File: config.mk
export PLATFORM = sky130hd
export DESIGN_NAME = lane_encoder_top
export DESIGN_NICKNAME = d
export VERILOG_FILES = /design/src/source/enc_ctrl_pkg.sv /design/src/source/usb4_link_pkg.sv /design/src/source/block_assembler.sv /design/src/source/block_emitter.sv /design/src/source/lane_encoder_top.sv /design/src/source/symbol_decode.sv
export VERILOG_INCLUDE_DIRS = /design/src /design/src/source
export SDC_FILE = /design/constraint.sdc
export NUM_CORES = 1
export LEC_CHECK = 0
export BUFFER_PORTS_ARGS = -buffer_cell sky130_fd_sc_hd__buf_4
export CORE_AREA = 2 2 250 252
export DETAILED_ROUTE_END_ITERATION = 8
export DIE_AREA = 0 0 252 254
export HOLD_SLACK_MARGIN = 0.08
export SLEW_MARGIN = 20
export SYNTH_ARGS = -nofsm -noshare
export SYNTH_HDL_FRONTEND = slang
export SYNTH_HIERARCHICAL = 1
export SYNTH_SLANG_ARGS = --single-unit
export TNS_END_PERCENT = 1
File: constraint.sdc
create_clock -name enc_clk -period 7.05 [get_ports enc_clk]
set_clock_uncertainty 0.2 [all_clocks]
set_input_delay 0.705 -clock enc_clk [delete_from_list [all_inputs] [get_ports enc_clk]]
set_output_delay 0.705 -clock enc_clk [all_outputs]
set_load 0.01 [all_outputs]
File: src/source/enc_params.svh
/* Encoder parameters
   Lane widths and block sizes fixed by the USB4 logical layer */

`ifndef ENC_PARAMS_SVH
`define ENC_PARAMS_SVH

// ----------------------------------------------------------------------
// Lane widths
// ----------------------------------------------------------------------
`define ENC_BYTE_W    8   // One lane byte
`define ENC_SYM_W     132 // Widest symbol, 128b/132b

// ----------------------------------------------------------------------
// Block sizes and selector codes
// ----------------------------------------------------------------------
`define ENC_G2_BYTES  8   // 64b/66b payload bytes
`define ENC_G3_BYTES  16  // 128b/132b payload bytes
`define ENC_OS_SEL    8   // d_sel value of an ordered set

`endif

File: src/source/enc_ctrl_pkg.sv
/* Encoder control types
   States of the input and output four-phase handshake machines */

`default_nettype none

package enc_ctrl_pkg;

	// Input side, answers the transport source
	typedef enum logic [1:0] {
		RX_IDLE     = 2'd0, // Waiting for byte_req
		RX_HOLD     = 2'd1, // Pair captured, offered to assembler
		RX_WAIT_REL = 2'd2  // byte_ack high until byte_req drops
	} hs_rx_state_e;

	// Output side, drives the serializer
	typedef enum logic [1:0] {
		TX_EMPTY    = 2'd0, // Ready for a block
		TX_REQ      = 2'd1, // sym_req high, waiting for sym_ack
		TX_WAIT_REL = 2'd2  // Waiting for sym_ack to drop
	} hs_tx_state_e;

	// Both machines are small, the fourth code is never reached
	// and decodes back to the idle state in each machine

endpackage

`default_nettype wire

File: src/source/usb4_link_pkg.sv
/* USB4 link types
   Generation speeds and the kind of symbol carried in a block */

`default_nettype none

package usb4_link_pkg;

	// ----------------------------------------------------------------------
	// Encoding scheme selected by gen_speed
	// ----------------------------------------------------------------------
	typedef enum logic [1:0] {
		GEN_RAW = 2'd0, // Bytes passed on alone
		GEN_3   = 2'd1, // 128b/132b
		GEN_2   = 2'd2  // 64b/66b
	} gen_speed_e;

	// ----------------------------------------------------------------------
	// Payload kind, picks the sync header
	// ----------------------------------------------------------------------
	typedef enum logic {
		KIND_DATA = 1'b0,
		KIND_OS   = 1'b1  // Ordered set
	} sym_kind_e;

endpackage

`default_nettype wire

File: src/source/block_assembler.sv
/* Block assembler
   Collects byte pairs into per-lane payload buffers until a block is full */

`timescale 1ns/1ps
`default_nettype none

`include "enc_params.svh"

module block_assembler
	import usb4_link_pkg::*;
(
	input  wire                   enc_clk,
	input  wire                   rst,
	input  wire                   enable,
	input  wire gen_speed_e       gen_speed,
	input  wire                   pair_valid,
	input  wire [`ENC_BYTE_W-1:0] pair_lane_0,
	input  wire [`ENC_BYTE_W-1:0] pair_lane_1,
	input  wire sym_kind_e        pair_kind,
	output logic                  pair_ready,
	output logic                  blk_valid,
	output logic [`ENC_G3_BYTES*`ENC_BYTE_W-1:0] blk_lane_0,
	output logic [`ENC_G3_BYTES*`ENC_BYTE_W-1:0] blk_lane_1,
	output sym_kind_e             blk_kind,
	output logic [4:0]            blk_len,
	input  wire                   blk_ready
);

	logic [4:0] byte_cnt;    // Bytes already in the buffer
	logic [4:0] target_len;
	logic [6:0] bit_base;    // First payload bit of the current byte
	logic       pair_xfer;
	logic       blk_xfer;
	logic       last_pair;

	// ----------------------------------------------------------------------
	// Block length from the encoding scheme
	// ----------------------------------------------------------------------
	function automatic logic [4:0] block_bytes(input gen_speed_e spd);
		case (spd)
			GEN_2:   return 5'(`ENC_G2_BYTES);
			GEN_3:   return 5'(`ENC_G3_BYTES);
			default: return 5'd1; // Raw, one byte per symbol
		endcase
	endfunction

	assign target_len = block_bytes(gen_speed);
	assign bit_base   = {byte_cnt[3:0], 3'b000};

	// One buffer only, it frees up when the emitter takes the block
	assign pair_ready = !blk_valid;
	assign pair_xfer  = pair_valid && pair_ready;
	assign blk_xfer   = blk_valid && blk_ready;
	assign last_pair  = (byte_cnt + 5'd1 == target_len);

	// ----------------------------------------------------------------------
	// Byte counter and block state
	// ----------------------------------------------------------------------
	always_ff @(posedge enc_clk or negedge rst) begin
		if (!rst) begin
			byte_cnt  <= '0;
			blk_valid <= 1'b0;
		end else if (!enable) begin
			byte_cnt  <= '0; // Partial block is dropped
			blk_valid <= 1'b0;
		end else begin
			if (pair_xfer) begin
				if (last_pair) begin
					byte_cnt  <= '0;
					blk_valid <= 1'b1;
				end else begin
					byte_cnt <= byte_cnt + 5'd1;
				end
			end else if (blk_xfer) begin
				blk_valid <= 1'b0;
			end
		end
	end

	// ----------------------------------------------------------------------
	// Payload buffers
	// ----------------------------------------------------------------------
	always_ff @(posedge enc_clk) begin
		if (pair_xfer) begin
			blk_lane_0[bit_base +: `ENC_BYTE_W] <= pair_lane_0;
			blk_lane_1[bit_base +: `ENC_BYTE_W] <= pair_lane_1;
			if (byte_cnt == 5'd0) begin
				blk_kind <= pair_kind; // First pair decides the header
			end
			if (last_pair) begin
				blk_len <= target_len;
			end
		end
	end

endmodule

`default_nettype wire

File: src/source/block_emitter.sv
/* Block emitter
   Adds the sync header to each lane and drives the serializer handshake */

`timescale 1ns/1ps
`default_nettype none

`include "enc_params.svh"

module block_emitter
	import enc_ctrl_pkg::*, usb4_link_pkg::*;
(
	input  wire                 enc_clk,
	input  wire                 rst,
	input  wire                 enable,
	input  wire gen_speed_e     gen_speed,
	input  wire                 blk_valid,
	input  wire [`ENC_G3_BYTES*`ENC_BYTE_W-1:0] blk_lane_0,
	input  wire [`ENC_G3_BYTES*`ENC_BYTE_W-1:0] blk_lane_1,
	input  wire sym_kind_e      blk_kind,
	input  wire [4:0]           blk_len,
	output logic                blk_ready,
	output logic                sym_req,
	output logic [`ENC_SYM_W-1:0] lane_0_sym,
	output logic [`ENC_SYM_W-1:0] lane_1_sym,
	input  wire                 sym_ack
);

	localparam int BUF_W   = `ENC_G3_BYTES * `ENC_BYTE_W;
	localparam int G2_BITS = `ENC_G2_BYTES * `ENC_BYTE_W;

	hs_tx_state_e         state;
	logic [`ENC_SYM_W-1:0] frame_0;
	logic [`ENC_SYM_W-1:0] frame_1;
	logic                 blk_xfer;

	// ----------------------------------------------------------------------
	// Framing
	// ----------------------------------------------------------------------
	// Bytes at or above blk_len are zeroed
	function automatic logic [BUF_W-1:0] mask_payload(input logic [BUF_W-1:0] data,
		input logic [4:0] len);
		logic [BUF_W-1:0] res;
		res = '0;
		for (int k = 0; k < `ENC_G3_BYTES; k++) begin
			if (5'(k) < len) begin
				res[k*`ENC_BYTE_W +: `ENC_BYTE_W] = data[k*`ENC_BYTE_W +: `ENC_BYTE_W];
			end
		end
		return res;
	endfunction

	function automatic logic [`ENC_SYM_W-1:0] frame_lane(input logic [BUF_W-1:0] payload,
		input gen_speed_e spd, input sym_kind_e kind);
		logic [`ENC_SYM_W-1:0] sym;
		sym = '0;
		case (spd)
			GEN_2: sym[G2_BITS+1:0] = {(kind == KIND_OS) ? 2'b01 : 2'b10,
				payload[G2_BITS-1:0]};
			GEN_3: sym = {(kind == KIND_OS) ? 4'b0101 : 4'b1010, payload};
			default: sym[`ENC_BYTE_W-1:0] = payload[`ENC_BYTE_W-1:0]; // Raw byte
		endcase
		return sym;
	endfunction

	always_comb begin
		frame_0 = frame_lane(mask_payload(blk_lane_0, blk_len), gen_speed, blk_kind);
		frame_1 = frame_lane(mask_payload(blk_lane_1, blk_len), gen_speed, blk_kind);
	end

	// ----------------------------------------------------------------------
	// Output handshake
	// ----------------------------------------------------------------------
	assign blk_ready = (state == TX_EMPTY);
	assign sym_req   = (state == TX_REQ);
	assign blk_xfer  = blk_valid && blk_ready;

	always_ff @(posedge enc_clk or negedge rst) begin
		if (!rst) begin
			state <= TX_EMPTY;
		end else if (!enable) begin
			state <= TX_EMPTY;
		end else begin
			case (state)
				TX_EMPTY:    if (blk_valid) state <= TX_REQ;
				TX_REQ:      if (sym_ack) state <= TX_WAIT_REL;
				TX_WAIT_REL: if (!sym_ack) state <= TX_EMPTY; // Cycle complete
				default:     state <= TX_EMPTY;
			endcase
		end
	end

	// Symbols stay put until the next block is taken
	always_ff @(posedge enc_clk) begin
		if (blk_xfer) begin
			lane_0_sym <= frame_0;
			lane_1_sym <= frame_1;
		end
	end

endmodule

`default_nettype wire

File: src/source/lane_encoder_top.sv
/* Lane pair transmit encoder
   Decoder, block assembler and emitter between transport and serializer */

`timescale 1ns/1ps
`default_nettype none

`include "enc_params.svh"

module lane_encoder_top
	import usb4_link_pkg::*;
(
	input  wire                   enc_clk,
	input  wire                   rst,
	input  wire                   enable,
	input  wire gen_speed_e       gen_speed,
	input  wire                   byte_req,
	input  wire [`ENC_BYTE_W-1:0] lane_0_tx,
	input  wire [`ENC_BYTE_W-1:0] lane_1_tx,
	input  wire [3:0]             d_sel,
	output logic                  byte_ack,
	output logic                  sym_req,
	output logic [`ENC_SYM_W-1:0] lane_0_sym,
	output logic [`ENC_SYM_W-1:0] lane_1_sym,
	input  wire                   sym_ack
);

	// ----------------------------------------------------------------------
	// Decoder to assembler
	// ----------------------------------------------------------------------
	logic                   pair_valid;
	logic                   pair_ready;
	logic [`ENC_BYTE_W-1:0] pair_lane_0;
	logic [`ENC_BYTE_W-1:0] pair_lane_1;
	sym_kind_e              pair_kind;

	// ----------------------------------------------------------------------
	// Assembler to emitter
	// ----------------------------------------------------------------------
	logic                                  blk_valid;
	logic                                  blk_ready;
	logic [`ENC_G3_BYTES*`ENC_BYTE_W-1:0] blk_lane_0;
	logic [`ENC_G3_BYTES*`ENC_BYTE_W-1:0] blk_lane_1;
	sym_kind_e                             blk_kind;
	logic [4:0]                            blk_len;

	symbol_decode u_decode (
		.enc_clk     (enc_clk),
		.rst         (rst),
		.enable      (enable),
		.byte_req    (byte_req),
		.lane_0_tx   (lane_0_tx),
		.lane_1_tx   (lane_1_tx),
		.d_sel       (d_sel),
		.byte_ack    (byte_ack),
		.pair_valid  (pair_valid),
		.pair_lane_0 (pair_lane_0),
		.pair_lane_1 (pair_lane_1),
		.pair_kind   (pair_kind),
		.pair_ready  (pair_ready)
	);

	block_assembler u_assemble (
		.enc_clk     (enc_clk),
		.rst         (rst),
		.enable      (enable),
		.gen_speed   (gen_speed),
		.pair_valid  (pair_valid),
		.pair_lane_0 (pair_lane_0),
		.pair_lane_1 (pair_lane_1),
		.pair_kind   (pair_kind),
		.pair_ready  (pair_ready),
		.blk_valid   (blk_valid),
		.blk_lane_0  (blk_lane_0),
		.blk_lane_1  (blk_lane_1),
		.blk_kind    (blk_kind),
		.blk_len     (blk_len),
		.blk_ready   (blk_ready)
	);

	block_emitter u_emit (
		.enc_clk    (enc_clk),
		.rst        (rst),
		.enable     (enable),
		.gen_speed  (gen_speed),
		.blk_valid  (blk_valid),
		.blk_lane_0 (blk_lane_0),
		.blk_lane_1 (blk_lane_1),
		.blk_kind   (blk_kind),
		.blk_len    (blk_len),
		.blk_ready  (blk_ready),
		.sym_req    (sym_req),
		.lane_0_sym (lane_0_sym),
		.lane_1_sym (lane_1_sym),
		.sym_ack    (sym_ack)
	);

endmodule

`default_nettype wire

File: src/source/symbol_decode.sv
/* Input symbol decoder
   Four-phase receiver that captures a lane byte pair and classifies it */

`timescale 1ns/1ps
`default_nettype none

`include "enc_params.svh"

module symbol_decode
	import enc_ctrl_pkg::*, usb4_link_pkg::*;
(
	input  wire                   enc_clk,
	input  wire                   rst,
	input  wire                   enable,
	input  wire                   byte_req,
	input  wire [`ENC_BYTE_W-1:0] lane_0_tx,
	input  wire [`ENC_BYTE_W-1:0] lane_1_tx,
	input  wire [3:0]             d_sel,
	output logic                  byte_ack,
	output logic                  pair_valid,
	output logic [`ENC_BYTE_W-1:0] pair_lane_0,
	output logic [`ENC_BYTE_W-1:0] pair_lane_1,
	output sym_kind_e             pair_kind,
	input  wire                   pair_ready
);

	hs_rx_state_e state;
	logic         capture;

	assign capture    = enable && (state == RX_IDLE) && byte_req; // Source data is stable here
	assign pair_valid = (state == RX_HOLD);
	assign byte_ack   = (state == RX_WAIT_REL);

	// ----------------------------------------------------------------------
	// Handshake machine
	// ----------------------------------------------------------------------
	always_ff @(posedge enc_clk or negedge rst) begin
		if (!rst) begin
			state <= RX_IDLE;
		end else if (!enable) begin
			state <= RX_IDLE;
		end else begin
			case (state)
				RX_IDLE:     if (byte_req) state <= RX_HOLD;
				RX_HOLD:     if (pair_ready) state <= RX_WAIT_REL; // Ack once assembler took it
				RX_WAIT_REL: if (!byte_req) state <= RX_IDLE;
				default:     state <= RX_IDLE;
			endcase
		end
	end

	// Pair and its kind, held while pair_valid is high
	always_ff @(posedge enc_clk) begin
		if (capture) begin
			pair_lane_0 <= lane_0_tx;
			pair_lane_1 <= lane_1_tx;
			pair_kind   <= (d_sel == 4'(`ENC_OS_SEL)) ? KIND_OS : KIND_DATA;
		end
	end

endmodule

`default_nettype wire

### Word-level counts from Yosys, hierarchy flattened

Index checks and enable logic that the tools add are counted.

* shift operators: 3
* equal/unequal tests: 17
* $lt $le $gt $ge: 16
* multiplexer cells: 41
* add/sub/neg operators: 2
* reduce and logical (&&, ||, !) cells: 21

Operators by type and width (number)
* $bwmux W128: 2
* $shiftx A8 B9 Y128: 2
* $pmux W58 S2: 2
* $shift A8 B9 Y128 const A: 1
* $mux W8: 14
* $lt A4 B5 Y1 const A: 8
* $mux W2: 11
* $reduce_and A2 Y1: 11
* $lt A3 B5 Y1 const A: 4
* $ne A3 B3 Y1 const B: 6
* $mux W5: 3
* $pmux W2 S3: 2
* $lt A1 B5 Y1 const A: 2
* $lt A2 B5 Y1 const A: 2
* $pmux W5 S2: 1
* $neg A7 Y9: 1
* $eq A2 B1 Y1 const B: 3
* $eq A2 B2 Y1 const B: 3
* $reduce_and A3 Y1: 2
* $add A5 B1 Y5 const B: 1
* $eq A5 B5 Y1: 1
* $logic_not A5 Y1: 1
* $mux W1: 5
* $eq A4 B4 Y1 const B: 1
* other kinds (7): 11

* word-level logic and storage cells: 132
* register bits after elaboration: 549
* input bits: 27
* output and inout port bits: 266

### Depth between registers and ports, before layout

Gate-level depths: netlist of the first run.

* depth after elaboration: 6
* gate-level depth with buffers: 8
* gate-level depth less buffers: 6

### By module

The synthesis of the first run kept the hierarchy.

By module, submodules not included
* block_emitter: area an instance 10502.6 µm², times used 1, cells an instance 647, seq. area each 7797.5 µm²
* block_assembler: area an instance 10087.2 µm², times used 1, cells an instance 710, seq. area each 7957.6 µm²
* symbol_decode: area an instance 634.4 µm², times used 1, cells an instance 29, seq. area each 560.5 µm²

### Least setup slack after synthesis of the first run

OpenSTA, ideal clock, no wires.

* path type: reg2reg
* start point: reg u_emit.state[1]
* end point: reg u_emit.lane_0_sym[0], enable pin
* buffers on the path: 0
* setup time: 0.652 ns
* data arrival time: 6.404 ns
* data required time: 6.198 ns
* period minus slack after synthesis: 7.256 ns
* stages on the path, launching flop included: 3
* path slack: -0.206 ns
* path through: dfrtp_1 nor2_1 and2_1

* cells in the longest elaborated chain, start to end: 2

RTL lines
* start, declared: RTL line block_emitter.sv:31 `hs_tx_state_e state;`
* start signal, assigned: RTL line block_emitter.sv:79 `state <= TX_EMPTY;`
* start signal, assigned: RTL line block_emitter.sv:81 `state <= TX_EMPTY;`
* start signal, assigned: RTL line block_emitter.sv:84 `TX_EMPTY: if (blk_valid) state <= TX_REQ;`
* $logic_not A2 Y1: RTL line block_emitter.sv:73 `assign blk_ready = (state == TX_EMPTY);`
* named net blk_ready: RTL line lane_encoder_top.sv:40 `logic blk_ready;`
* $logic_and A1 B1 Y1: RTL line block_emitter.sv:75 `assign blk_xfer = blk_valid && blk_ready;`
* named net u_emit.blk_xfer: RTL line block_emitter.sv:34 `logic blk_xfer;`
* end signal, assigned: RTL line block_emitter.sv:95 `lane_0_sym <= frame_0;`
* end, declared: RTL line block_emitter.sv:23 `` output logic [`ENC_SYM_W-1:0] lane_0_sym, ``

The timed path passes the listed nets, and every way through them passes these cells.
A chain may end at the register's enable or synchronous reset.

==> impl_metrics.csv, run 1 <==
group,metric,value,unit
hold_path,hp-class,"in2reg",
power,internal_power,5.40,mW
power,combPwrFrac,4.3,%
global_route,grt-ovfl-total,0,
setup_path,crit_path_max_incr_delay,0.72,ns
synthesis,async_flop_share,1.83,%
final_layout,layout_commonest_cell,"edfxtp_1",
sta,final_hold_viol_count,0,
power,power.share.clock,42.9,%
drt,drt_iter0_markers,1074,
sta,slew_violations,0,
setup_path,cp_max_fo,17,
power,powerDensity,262,mW/mm²
clocking,clk_pin_slew,0.06,ns
synthesis,yosys_warnings,6,
global_route,antenna_found_initial,5,
sta,max_freq,268,MHz
hold_path,hold_depth,2,
clocking,cts_hold_buf,18,
place,dp_hpwl,37100,µm
final_layout,num-nets-final,1714,
floorplanning,ioPinCount,293,
clocking,htree_levels,2,
place,dp_cells,2395,
synthesis,seq_area_frac_synth,76.9,%
final_layout,drive_gt1_share,25.8,%
clocking,cts_buffers,54,
final_layout,fin_cells,2514,
synthesis,synth-edff-count,535,
clocking,clk_latency,0.61,ns
setup_path,worstPathArrival,3.76,ns
global_route,grt_start_max_net_pins,151,
setup_path,rr_worst_depth,6,
setup_path,cp-start-kind,"flop",
floorplanning,die_w,252,µm
place,gp_congestion,0.814,
floorplanning,die-area,0.0640,mm²
setup_path,crit_required,7.08,ns
place,port_buffers,292,
synthesis,synth-seq-cells,545,
drt,drc,0,
final_layout,antenna_cells,0,
setup_path,cp_num_buf_inv,1,
global_route,grt_pass1_wl,80600,µm
global_route,grtUsageTotal,17.3,%
synthesis,avgSynthCellArea,15.3,µm²
synthesis,syn_inst,1386,
setup_path,cp_cell_sequence,"inv_1 -> ha_1 -> or4_4 -> o21ai_2 -> nand2_1 -> nor2_2",
final_layout,final_cell_mix,"edfxtp_1 (535), buf_4 (312), nor2_1 (190)",
drt,antenna_left,0,
sta,worst_slew_pin_slew,1.00,ns
sta,post-route-period-util,52.9,%
setup_path,critical-path-top-delay-family,"simple AND/OR/NAND/NOR gates",
drt,wl_per_cell,22.4,µm
floorplanning,die_h,254,µm
drt,postRouteWirelength,56300,µm
power,p_seq_share,52.8,%
clocking,cts_sinks,545,
setup_path,path_depth,6,
synthesis,ys_types,64,
setup_path,criticalPathCategory,"reg2reg",
power,p_leak,9.12,nW
floorplanning,start_util,34.6,%
drt,vias_per_cell,4.86,
setup_path,crit_path_top_delay_cell,"dfrtp_1",
setup_path,startpoint,"u_assemble/byte_cnt[0]",
sta,setup_violations,0,
power,swShare,21.4,%
floorplanning,fp-row-count,91,
clocking,clockRootBuffer,"clkbuf_16",
global_route,grt_pass1_vias,12200,
clocking,cts_resized,0,
drt,vias,12200,
synthesis,syn_area,0.0212,mm²
power,peakVddDrop,0.178,mV
setup_path,crit_path_end_kind,"flop",
floorplanning,core,0.0613,mm²
clocking,cts_setup_buffers,0,
sta,rsz0062_at_grt,"no",
hold_path,hold_start,"d_sel[2]",
sta,maxSlewHeadroom,32.7,%
drt,drt_pass1_iterations,5,
sta,setup_tns,0,ns
sta,min_period,3.73,ns
synthesis,synth_top_flop_cell,"edfxtp_1",
final_layout,syn2layout_area_growth,23.6,%
power,power.switching,1.47,mW
job,cap_violations,0,
clocking,cts_buffer_depth,3,
clocking,cts_tree,"yes",
setup_path,r2r-start,"u_assemble/byte_cnt[0]",
outcome,status,"finished clean",
==> power groups by stage <==
stage	Sequential (mW)	Combinational, mW	Clock (mW)
3_3_place_gp	3.69	0.278	0
4_1_cts	3.63	0.294	3.02
3_5_place_dp	3.69	0.284	0
2_1_floorplan	3.68	0.168	0
5_1_grt	3.63	0.325	3.14
6_report	3.62	0.299	2.95
==> metrics by stage <==
stage	total power [mW]	utilization, %	hold slack, ns	setup slack [ns]	instance area, µm²
final	6.87	42.8	0.201	3.32	26200
after global routing	7.09	42.8	0.169	3.03	26200
after CTS	6.94	42.8	0.168	3.06	26200
after detailed placement	3.98	39.5	0.239	3.10	24200
after global placement	3.97	39.5	0.238	3.33	24200
after floorplan	3.85	-	0.200	2.70	21200
==> worst paths after layout <==
check	to	slack, ns
min in group asynchronous	u_decode/state[1]	0.29
worst max-delay path	u_assemble/blk_lane_1[119]	3.32
worst min-delay path	u_decode/pair_kind	0.20
worst min register to register	u_assemble/blk_kind	0.25
worst max register to register	u_assemble/blk_lane_1[119]	3.32
max in group asynchronous	u_assemble/byte_cnt[2]	6.20
==> sequential cells by signal, indices dropped and copies added, names as in the netlist <==
register               cells
u_emit/lane_1_sym        130
u_assemble/blk_lane_0    128
u_assemble/blk_lane_1    128
u_emit/lane_0_sym        128
u_decode/pair_lane_0       8
u_decode/pair_lane_1       8
u_assemble/byte_cnt        5
u_assemble/blk_len         3
u_decode/state             2
u_emit/state               2
u_assemble/blk_kind        1
u_assemble/blk_valid       1
u_decode/pair_kind         1
==> layout make-up <==
cell class | instances | area (µm²)
multi-input combinational | 716 | 4440
sequential | 545 | 16300
tap | 790 | 988
fill | 5491 | 35000
inverter | 31 | 116
timing repair buffer | 331 | 2540
clock buffer | 61 | 1380
clock inverter | 40 | 449
==> Yosys cell counts, types with 4 or more instances <==
| master | n | area share [%] |
|---|---|---|
| nor3b_1 | 125 | 4.4 |
| and3b_1 | 32 | 1.3 |
| nor3_1 | 5 | 0.12 |
| nand2_1 | 81 | 1.4 |
| a21boi_0 | 14 | 0.50 |
| and3_1 | 34 | 1.0 |
| o21ai_1 | 4 | 0.094 |
| buf_2 | 30 | 0.71 |
| o211a_1 | 16 | 0.75 |
| nor2_1 | 201 | 3.6 |
| ha_1 | 8 | 0.47 |
| nor2b_1 | 6 | 0.18 |
| buf_4 | 14 | 0.50 |
| a21boi_1 | 4 | 0.14 |
| o41ai_1 | 4 | 0.17 |
| clkbuf_1 | 47 | 0.83 |
| a211oi_1 | 16 | 0.57 |
| and2_1 | 85 | 2.5 |
| edfxtp_1 | 535 | 76 |
| inv_1 | 31 | 0.55 |
| a21oi_1 | 18 | 0.42 |
| dfrtp_1 | 10 | 1.2 |
| xnor2_1 | 7 | 0.29 |
| nand2b_1 | 5 | 0.15 |
==> worst reg2reg max path: stages (launching register included) <==
cell and delay (ns):
dfrtp_1 0.72, inv_1 0.22, ha_1 0.35, or4_4 0.46, o21ai_2 0.49, nand2_1 0.26
nor2_2 0.65
==> kinds of logic (layout without fill, tap and decap cells) <==
group | after synthesis | count (layout) | share of synthesized area (%)
other | 1 | 2 | 0.0177
xor gates and xnor gates | 10 | 10 | 0.413
and+or+nand+nor | 592 | 592 | 15.5
DFF | 545 | 545 | 76.9
adders and majority gates | 8 | 8 | 0.472
buffers and inverters | 126 | 463 | 2.76
AOI/OAI and AO/OA | 104 | 104 | 4.00
==> routing by layer <==
metal	part of all wire (%)	global-route usage, %
met3	5.7	3.31
met5	0	0
met1	41	22.1
met4	2.7	5.75
met2	50	29.6
No activity file was read; power rests on OpenSTA's default activity.
==> run 2: changes to the inputs <==
--- a/config.mk
+++ b/config.mk
@@ -6,6 +6,7 @@
 export SDC_FILE = /design/constraint.sdc
 export NUM_CORES = 1
 export LEC_CHECK = 0
+export ABC_AREA = 1
 export BUFFER_PORTS_ARGS = -buffer_cell sky130_fd_sc_hd__buf_4
 export CORE_AREA = 2 2 250 252
 export DETAILED_ROUTE_END_ITERATION = 8
==> constraint.sdc (replaced) <==
create_clock -name enc_clk -period 3.54 [get_ports enc_clk]
set_clock_uncertainty 0.2 [all_clocks]
set_input_delay 0.354 -clock enc_clk [delete_from_list [all_inputs] [get_ports enc_clk]]
set_output_delay 0.354 -clock enc_clk [all_outputs]
set_load 0.01 [all_outputs]
==> impl_metrics.csv, run 2 <==
group,metric,value,unit
synthesis,synthSimpleGateAreaFrac,15.4,%
clocking,clockRootBuffer,"clkbuf_16",
global_route,grt_pass1_vias,13400,
place,port_buffers,292,
synthesis,synth_fa_ha_area_share,0.469,%
sta,setup_tns,0,ns
global_route,antenna_found_initial,2,
clocking,clk_latency,0.60,ns
synthesis,synth-seq-cells,545,
job,cap_violations,0,
setup_path,criticalPathCategory,"reg2reg",
clocking,cts_resized,0,
drt,drt_iter0_markers,1051,
synthesis,avgSynthCellArea,12.7,µm²
global_route,grtUsageTotal,17.0,%
sta,max_freq,333,MHz
synthesis,synth_top_flop_cell,"edfxtp_1",
final_layout,regArea,0.0163,mm²
outcome,status,"finished clean",
drt,drc,0,
final_layout,final_cell_mix,"edfxtp_1 (535), nor2_1 (405), buf_4 (320)",
place,gp_congestion,0.846,
power,peakVddDrop,0.300,mV
global_route,grt_pass1_wl,80700,µm
drt,wl_per_cell,19.4,µm
sta,final_hold_viol_count,0,
clocking,htree_levels,2,
synthesis,syn_inst,1673,
drt,antenna_left,0,
sta,slew_violations,0,
clocking,cts_buffers,53,
floorplanning,core,0.0613,mm²
clocking,cts_tree,"yes",
synthesis,synth_top_family_by_area,"simple AND/OR/NAND/NOR gates",
final_layout,layout_commonest_cell,"edfxtp_1",
hold_path,hold_start,"u_decode/pair_kind",
sta,maxSlewHeadroom,45.5,%
final_layout,finish.instance_area,0.0265,mm²
place,dp_hpwl,39900,µm
final_layout,multi_input_area,0.00358,mm²
setup_path,worstPathArrival,3.07,ns
synthesis,seq_area_frac_synth,76.5,%
synthesis,ys_top_cells_by_count,"edfxtp_1 (535), nor2_1 (405), inv_1 (274)",
place,placed_area,0.0244,mm²
synthesis,synth-compound-area-share,0.616,%
synthesis,synth_top_cell_by_area,"edfxtp_1",
synthesis,synthXorXnorAreaFrac,0.0411,%
final_layout,num-fill-cells,5605,
synthesis,muxShareOfSynthArea,0,%
hold_path,hp-class,"reg2reg",
synthesis,ys_types,38,
final_layout,drive_gt1_share,21.1,%
clocking,cts_sinks,545,
synthesis,syn_area,0.0213,mm²
synthesis,ys_top_cells_by_area,"edfxtp_1 (75%), nor2_1 (7.1%), inv_1 (4.8%), nand2_1 (3.0%), nor3b_1 (1.7%)",
final_layout,fin_cells,2843,
final_layout,syn2layout_area_growth,24.1,%
floorplanning,die-area,0.0640,mm²
power,p_leak,10.5,nW
sta,rsz0062_at_grt,"no",
synthesis,synth-edff-count,535,
drt,vias_per_cell,4.56,
sta,hold_ws,0.228,ns
global_route,grt_start_max_net_pins,110,
drt,postRouteWirelength,55200,µm
final_layout,top_register,"u_emit/lane_1_sym",
floorplanning,ioPinCount,293,
power,power,13.7,mW
setup_path,crit_required,3.60,ns
setup_path,cp_max_fo,16,
sta,min_period,3.00,ns
sta,post-route-period-util,84.8,%
setup_path,cp-start-kind,"flop",
setup_path,crit_path_end_kind,"flop",
sta,setup_violations,0,
synthesis,synth.most_common_cell,"edfxtp_1",
floorplanning,die_w,252,µm
sta,worst_slew_pin_slew,0.818,ns
floorplanning,fp-row-count,91,
synthesis,synth_top_cell_area_share,75.3,%
synthesis,async_flop_share,1.83,%
power,powerDensity,518,mW/mm²
global_route,grt-ovfl-total,0,
drt,drt_pass1_iterations,7,
drt,vias,13000,
floorplanning,start_util,34.8,%
place,dp_cells,2718,
setup_path,r2r-start,"u_assemble/byte_cnt[0]",
floorplanning,die_h,254,µm
clocking,cts_buffer_depth,3,
final_layout,num-nets-final,2047,
clocking,clk_pin_slew,0.06,ns
final_layout,largest_register_ffs,130,
synthesis,yosys_warnings,6,
setup_path,startpoint,"u_assemble/byte_cnt[0]",
run 2: cell types whose count changed after synthesis, moves of 16 or more:
cell	previous run	this run
inv_1	31	274
nand2_1	81	173
nor2_1	201	405
nor3_1	5	70
nor3b_1	125	49
and2_1	85	1
o211a_1	16	0
clkbuf_1	47	9
a211oi_1	16	0
and3b_1	32	0
and3_1	34	0
run 2: path summary, 6_finish.rpt:
check,endpoint,slack (ns),cells past startpoint
max in group asynchronous,u_assemble/byte_cnt[3],2.17,3
setup / recovery,u_assemble/blk_lane_1[34],0.54,10
hold / removal,u_assemble/blk_kind,0.23,0
min in group asynchronous,u_emit/state[1],0.63,3
setup reg to reg,u_assemble/blk_lane_1[34],0.54,10
hold reg to reg,u_assemble/blk_kind,0.23,0
run 2: cell type report:
cell class                      instances  share of cell area (%)
Sequential cell                       545                    61.7
Timing Repair Buffer                  354                    10.6
Inverter                              281                    4.00
Tap cell                              790                    3.74
Clock inverter                         30                    1.25
Antenna cell                            1                 0.00946
Multi-Input combinational cell        777                    13.5
Clock buffer                           65                    5.26
run 2: worst max-delay path: stages, from the launching register on:
cell     delay (ns)
dfrtp_1        0.61
inv_1          0.14
ha_1           0.34
buf_4          0.20
nor2_1         0.12
inv_1          0.09
nor2_1         0.15
buf_4          0.21
inv_1          0.18
nor2_1         0.15
buf_4          0.27
run 2: cell families (layout without fill, tap and decap cells):
logic type,Yosys count,after routing
XOR/XNOR,1,1
AO/OA/AOI/OAI,18,18
buffers and inverters,352,730
other,1,3
flip-flops,545,545
adder cells (fa/ha/maj),8,8
AND/OR/NAND/NOR,748,748
run 2: where the power goes:
part           total, mW  internal [mW]  leakage, nW  switching [mW]
registers           7.26           7.20         4.81          0.0624
logic              0.814          0.265         4.89           0.550
clock network       5.63           3.30        0.848            2.33
total               13.7           10.8         10.5            2.94
run 2: what timing repair did:
action | in CTS | in global routing
hold buffers | 29 | 0
buffers inserted | 0 | 0
endpoints found under the hold margin | 39 | 0
run 2: per-stage QoR:
| stage | utilization [%] | worst slack [ns] |
|---|---|---|
| 2_1_floorplan | - | -4.08 |
| 3_3_place_gp | 39.9 | 0.674 |
| 3_5_place_dp | 39.9 | 0.630 |
| 4_1_cts | 43.2 | 0.596 |
| 5_1_grt | 43.2 | 0.362 |
| 6_report | 43.2 | 0.539 |
run 2: metal layers:
layer | GRT usage [%] | routed length, µm
met5 | 0 | 11
met4 | 6.05 | 1630
met3 | 4.03 | 3560
met2 | 30.4 | 28600
met1 | 20.1 | 21400
==> run 3: changes to the inputs <==
--- a/config.mk
+++ b/config.mk
@@ -6,7 +6,7 @@
 export SDC_FILE = /design/constraint.sdc
 export NUM_CORES = 1
 export LEC_CHECK = 0
-export ABC_AREA = 1
+export ABC_AREA = 0
 export BUFFER_PORTS_ARGS = -buffer_cell sky130_fd_sc_hd__buf_4
 export CORE_AREA = 2 2 250 252
 export DETAILED_ROUTE_END_ITERATION = 8
==> constraint.sdc (replaced) <==
create_clock -name enc_clk -period 2.9 [get_ports enc_clk]
set_clock_uncertainty 0.2 [all_clocks]
set_input_delay 0.29 -clock enc_clk [delete_from_list [all_inputs] [get_ports enc_clk]]
set_output_delay 0.29 -clock enc_clk [all_outputs]
set_load 0.01 [all_outputs]
==> impl_metrics.csv, run 3 (same netlist as run 1, synthesis figures left out) <==
group,metric,value,unit
clocking,cts_sinks,545,
power,power,16.1,mW
sta,max_freq,379,MHz
clocking,htree_levels,2,
floorplanning,core,0.0613,mm²
global_route,grt_pass1_vias,12700,
global_route,antenna_found_initial,6,
setup_path,crit_path_top_delay_cell,"nor2_1",
power,p_leak,9.27,nW
setup_path,rr_worst_depth,6,
setup_path,cp_cell_sequence,"inv_1 -> ha_1 -> nor3b_1 -> a31oi_1 -> nor2_1 -> and2_1",
setup_path,path_depth,6,
hold_path,hp-class,"in2reg",
global_route,grt-ovfl-total,0,
sta,final_hold_viol_count,0,
power,power.switching,3.49,mW
power,p_seq_share,54.5,%
clocking,cts_resized,0,
sta,min_period,2.64,ns
final_layout,num-nets-final,1763,
global_route,grt_pass1_wl,83500,µm
drt,wl_per_cell,22.6,µm
drt,vias_per_cell,4.93,
drt,vias,12600,
place,placed_area,0.0245,mm²
final_layout,layout_commonest_cell,"edfxtp_1",
drt,postRouteWirelength,57900,µm
clocking,clockRootBuffer,"clkbuf_16",
final_layout,largest_register_ffs,130,
sta,setup_violations,0,
sta,worst_slew_pin_slew,1.11,ns
power,swShare,21.7,%
global_route,grtUsageTotal,17.8,%
setup_path,cp-start-kind,"flop",
setup_path,criticalPathCategory,"reg2reg",
power,combPwrFrac,4.9,%
sta,rsz0062_at_grt,"no",
sta,post-route-period-util,91.0,%
place,port_buffers,292,
setup_path,cp_max_fo,16,
sta,maxSlewHeadroom,25.8,%
clocking,cts_buffer_depth,3,
drt,drc,0,
clocking,cts_setup_buffers,0,
setup_path,crit_path_max_incr_delay,0.69,ns
hold_path,hold_depth,2,
setup_path,critical-path-top-delay-family,"simple AND/OR/NAND/NOR gates",
final_layout,drive_gt1_share,25.7,%
drt,drt_pass1_iterations,5,
power,peakVddDrop,0.427,mV
drt,antenna_left,0,
floorplanning,fp-row-count,91,
final_layout,top_register,"u_emit/lane_1_sym",
sta,setup_tns,0,ns
floorplanning,die_w,252,µm
floorplanning,die-area,0.0640,mm²
clocking,clk_latency,0.60,ns
final_layout,finish.instance_area,0.0264,mm²
final_layout,syn2layout_area_growth,24.6,%
floorplanning,die_h,254,µm
floorplanning,start_util,34.6,%
setup_path,cp_num_buf_inv,1,
drt,drt_iter0_markers,1082,
clocking,clk_pin_slew,0.06,ns
outcome,status,"finished clean",
global_route,grt_start_max_net_pins,100,
setup_path,crit_required,3.17,ns
power,powerDensity,610,mW/mm²
job,cap_violations,0,
clocking,cts_buffers,54,
final_layout,final_cell_mix,"edfxtp_1 (535), buf_4 (348), nor2_1 (199)",
setup_path,worstPathArrival,2.91,ns
place,dp_hpwl,38500,µm
power,internal_power,12.6,mW
place,gp_congestion,0.824,
clocking,cts_tree,"yes",
power,power.share.clock,40.6,%
setup_path,crit_path_end_kind,"flop",
floorplanning,ioPinCount,293,
sta,slew_violations,0,
==> run 3: worst paths after layout <==
path | from | to | slack, ns
worst max-delay path | u_assemble/byte_cnt[1] | u_assemble/blk_lane_1[50] | 0.26
worst min-delay path | lane_1_tx[4] | u_decode/pair_lane_1[4] | 0.23
worst max register to register | u_assemble/byte_cnt[1] | u_assemble/blk_lane_1[50] | 0.26
worst min register to register | u_decode/pair_kind | u_assemble/blk_kind | 0.23
max in group asynchronous | rst | u_assemble/byte_cnt[2] | 1.57
min in group asynchronous | rst | u_assemble/byte_cnt[1] | 0.58
==> run 3: power groups by stage <==
| stage | sequential (mW) | clock, mW | combinational (mW) |
|---|---|---|---|
| 2_1_floorplan | 8.93 | 0 | 0.410 |
| 3_3_place_gp | 8.97 | 0 | 0.729 |
| 4_1_cts | 8.80 | 6.73 | 0.778 |
| 3_5_place_dp | 8.97 | 0 | 0.743 |
| 5_1_grt | 8.80 | 7.00 | 0.856 |
| 6_report | 8.80 | 6.54 | 0.788 |
==> run 3: cell type report <==
type	instances	area (µm²)
sequential	545	16300
timing repair buffer	380	2980
inverter	31	116
antenna	3	7.51
multi-input combinational	716	4420
clock buffer	70	1430
fill	5595	34800
tap	790	988
clock inverter	26	183
==> run 3: through the flow <==
stage,cells,utilization [%],hold slack (ns),setup WS [ns]
after floorplan,1387,-,-0.206,-0.226
after global placement,2434,40.0,-0.0686,0.103
after detailed placement,2434,40.1,-0.0660,0.263
after CTS,2557,43.1,0.184,0.254
after global routing,2560,43.2,0.202,0.0810
final,2561,43.2,0.225,0.260
==> run 3: worst reg2reg max path, stage by stage (launching register included) <==
cell,delay [ns]
dfrtp_1,0.35
inv_1,0.08
ha_1,0.27
nor3b_1,0.46
a31oi_1,0.22
nor2_1,0.69
and2_1,0.23
==> run 3: repair_timing <==
action,CTS,global route
hold buffers,27,0
hold endpoints to repair,40,0
setup endpoints to repair,0,0
==> run 3: layer usage <==
layer | vias to the layer above | track usage (%) | part of all wire [%]
li1 | 5737 | - | -
met1 | 6352 | 23.4 | 41
met2 | 435 | 29.3 | 48
met3 | 106 | 3.58 | 6.6
met4 | 2 | 6.63 | 3.7
met5 | - | 0 | 0.022
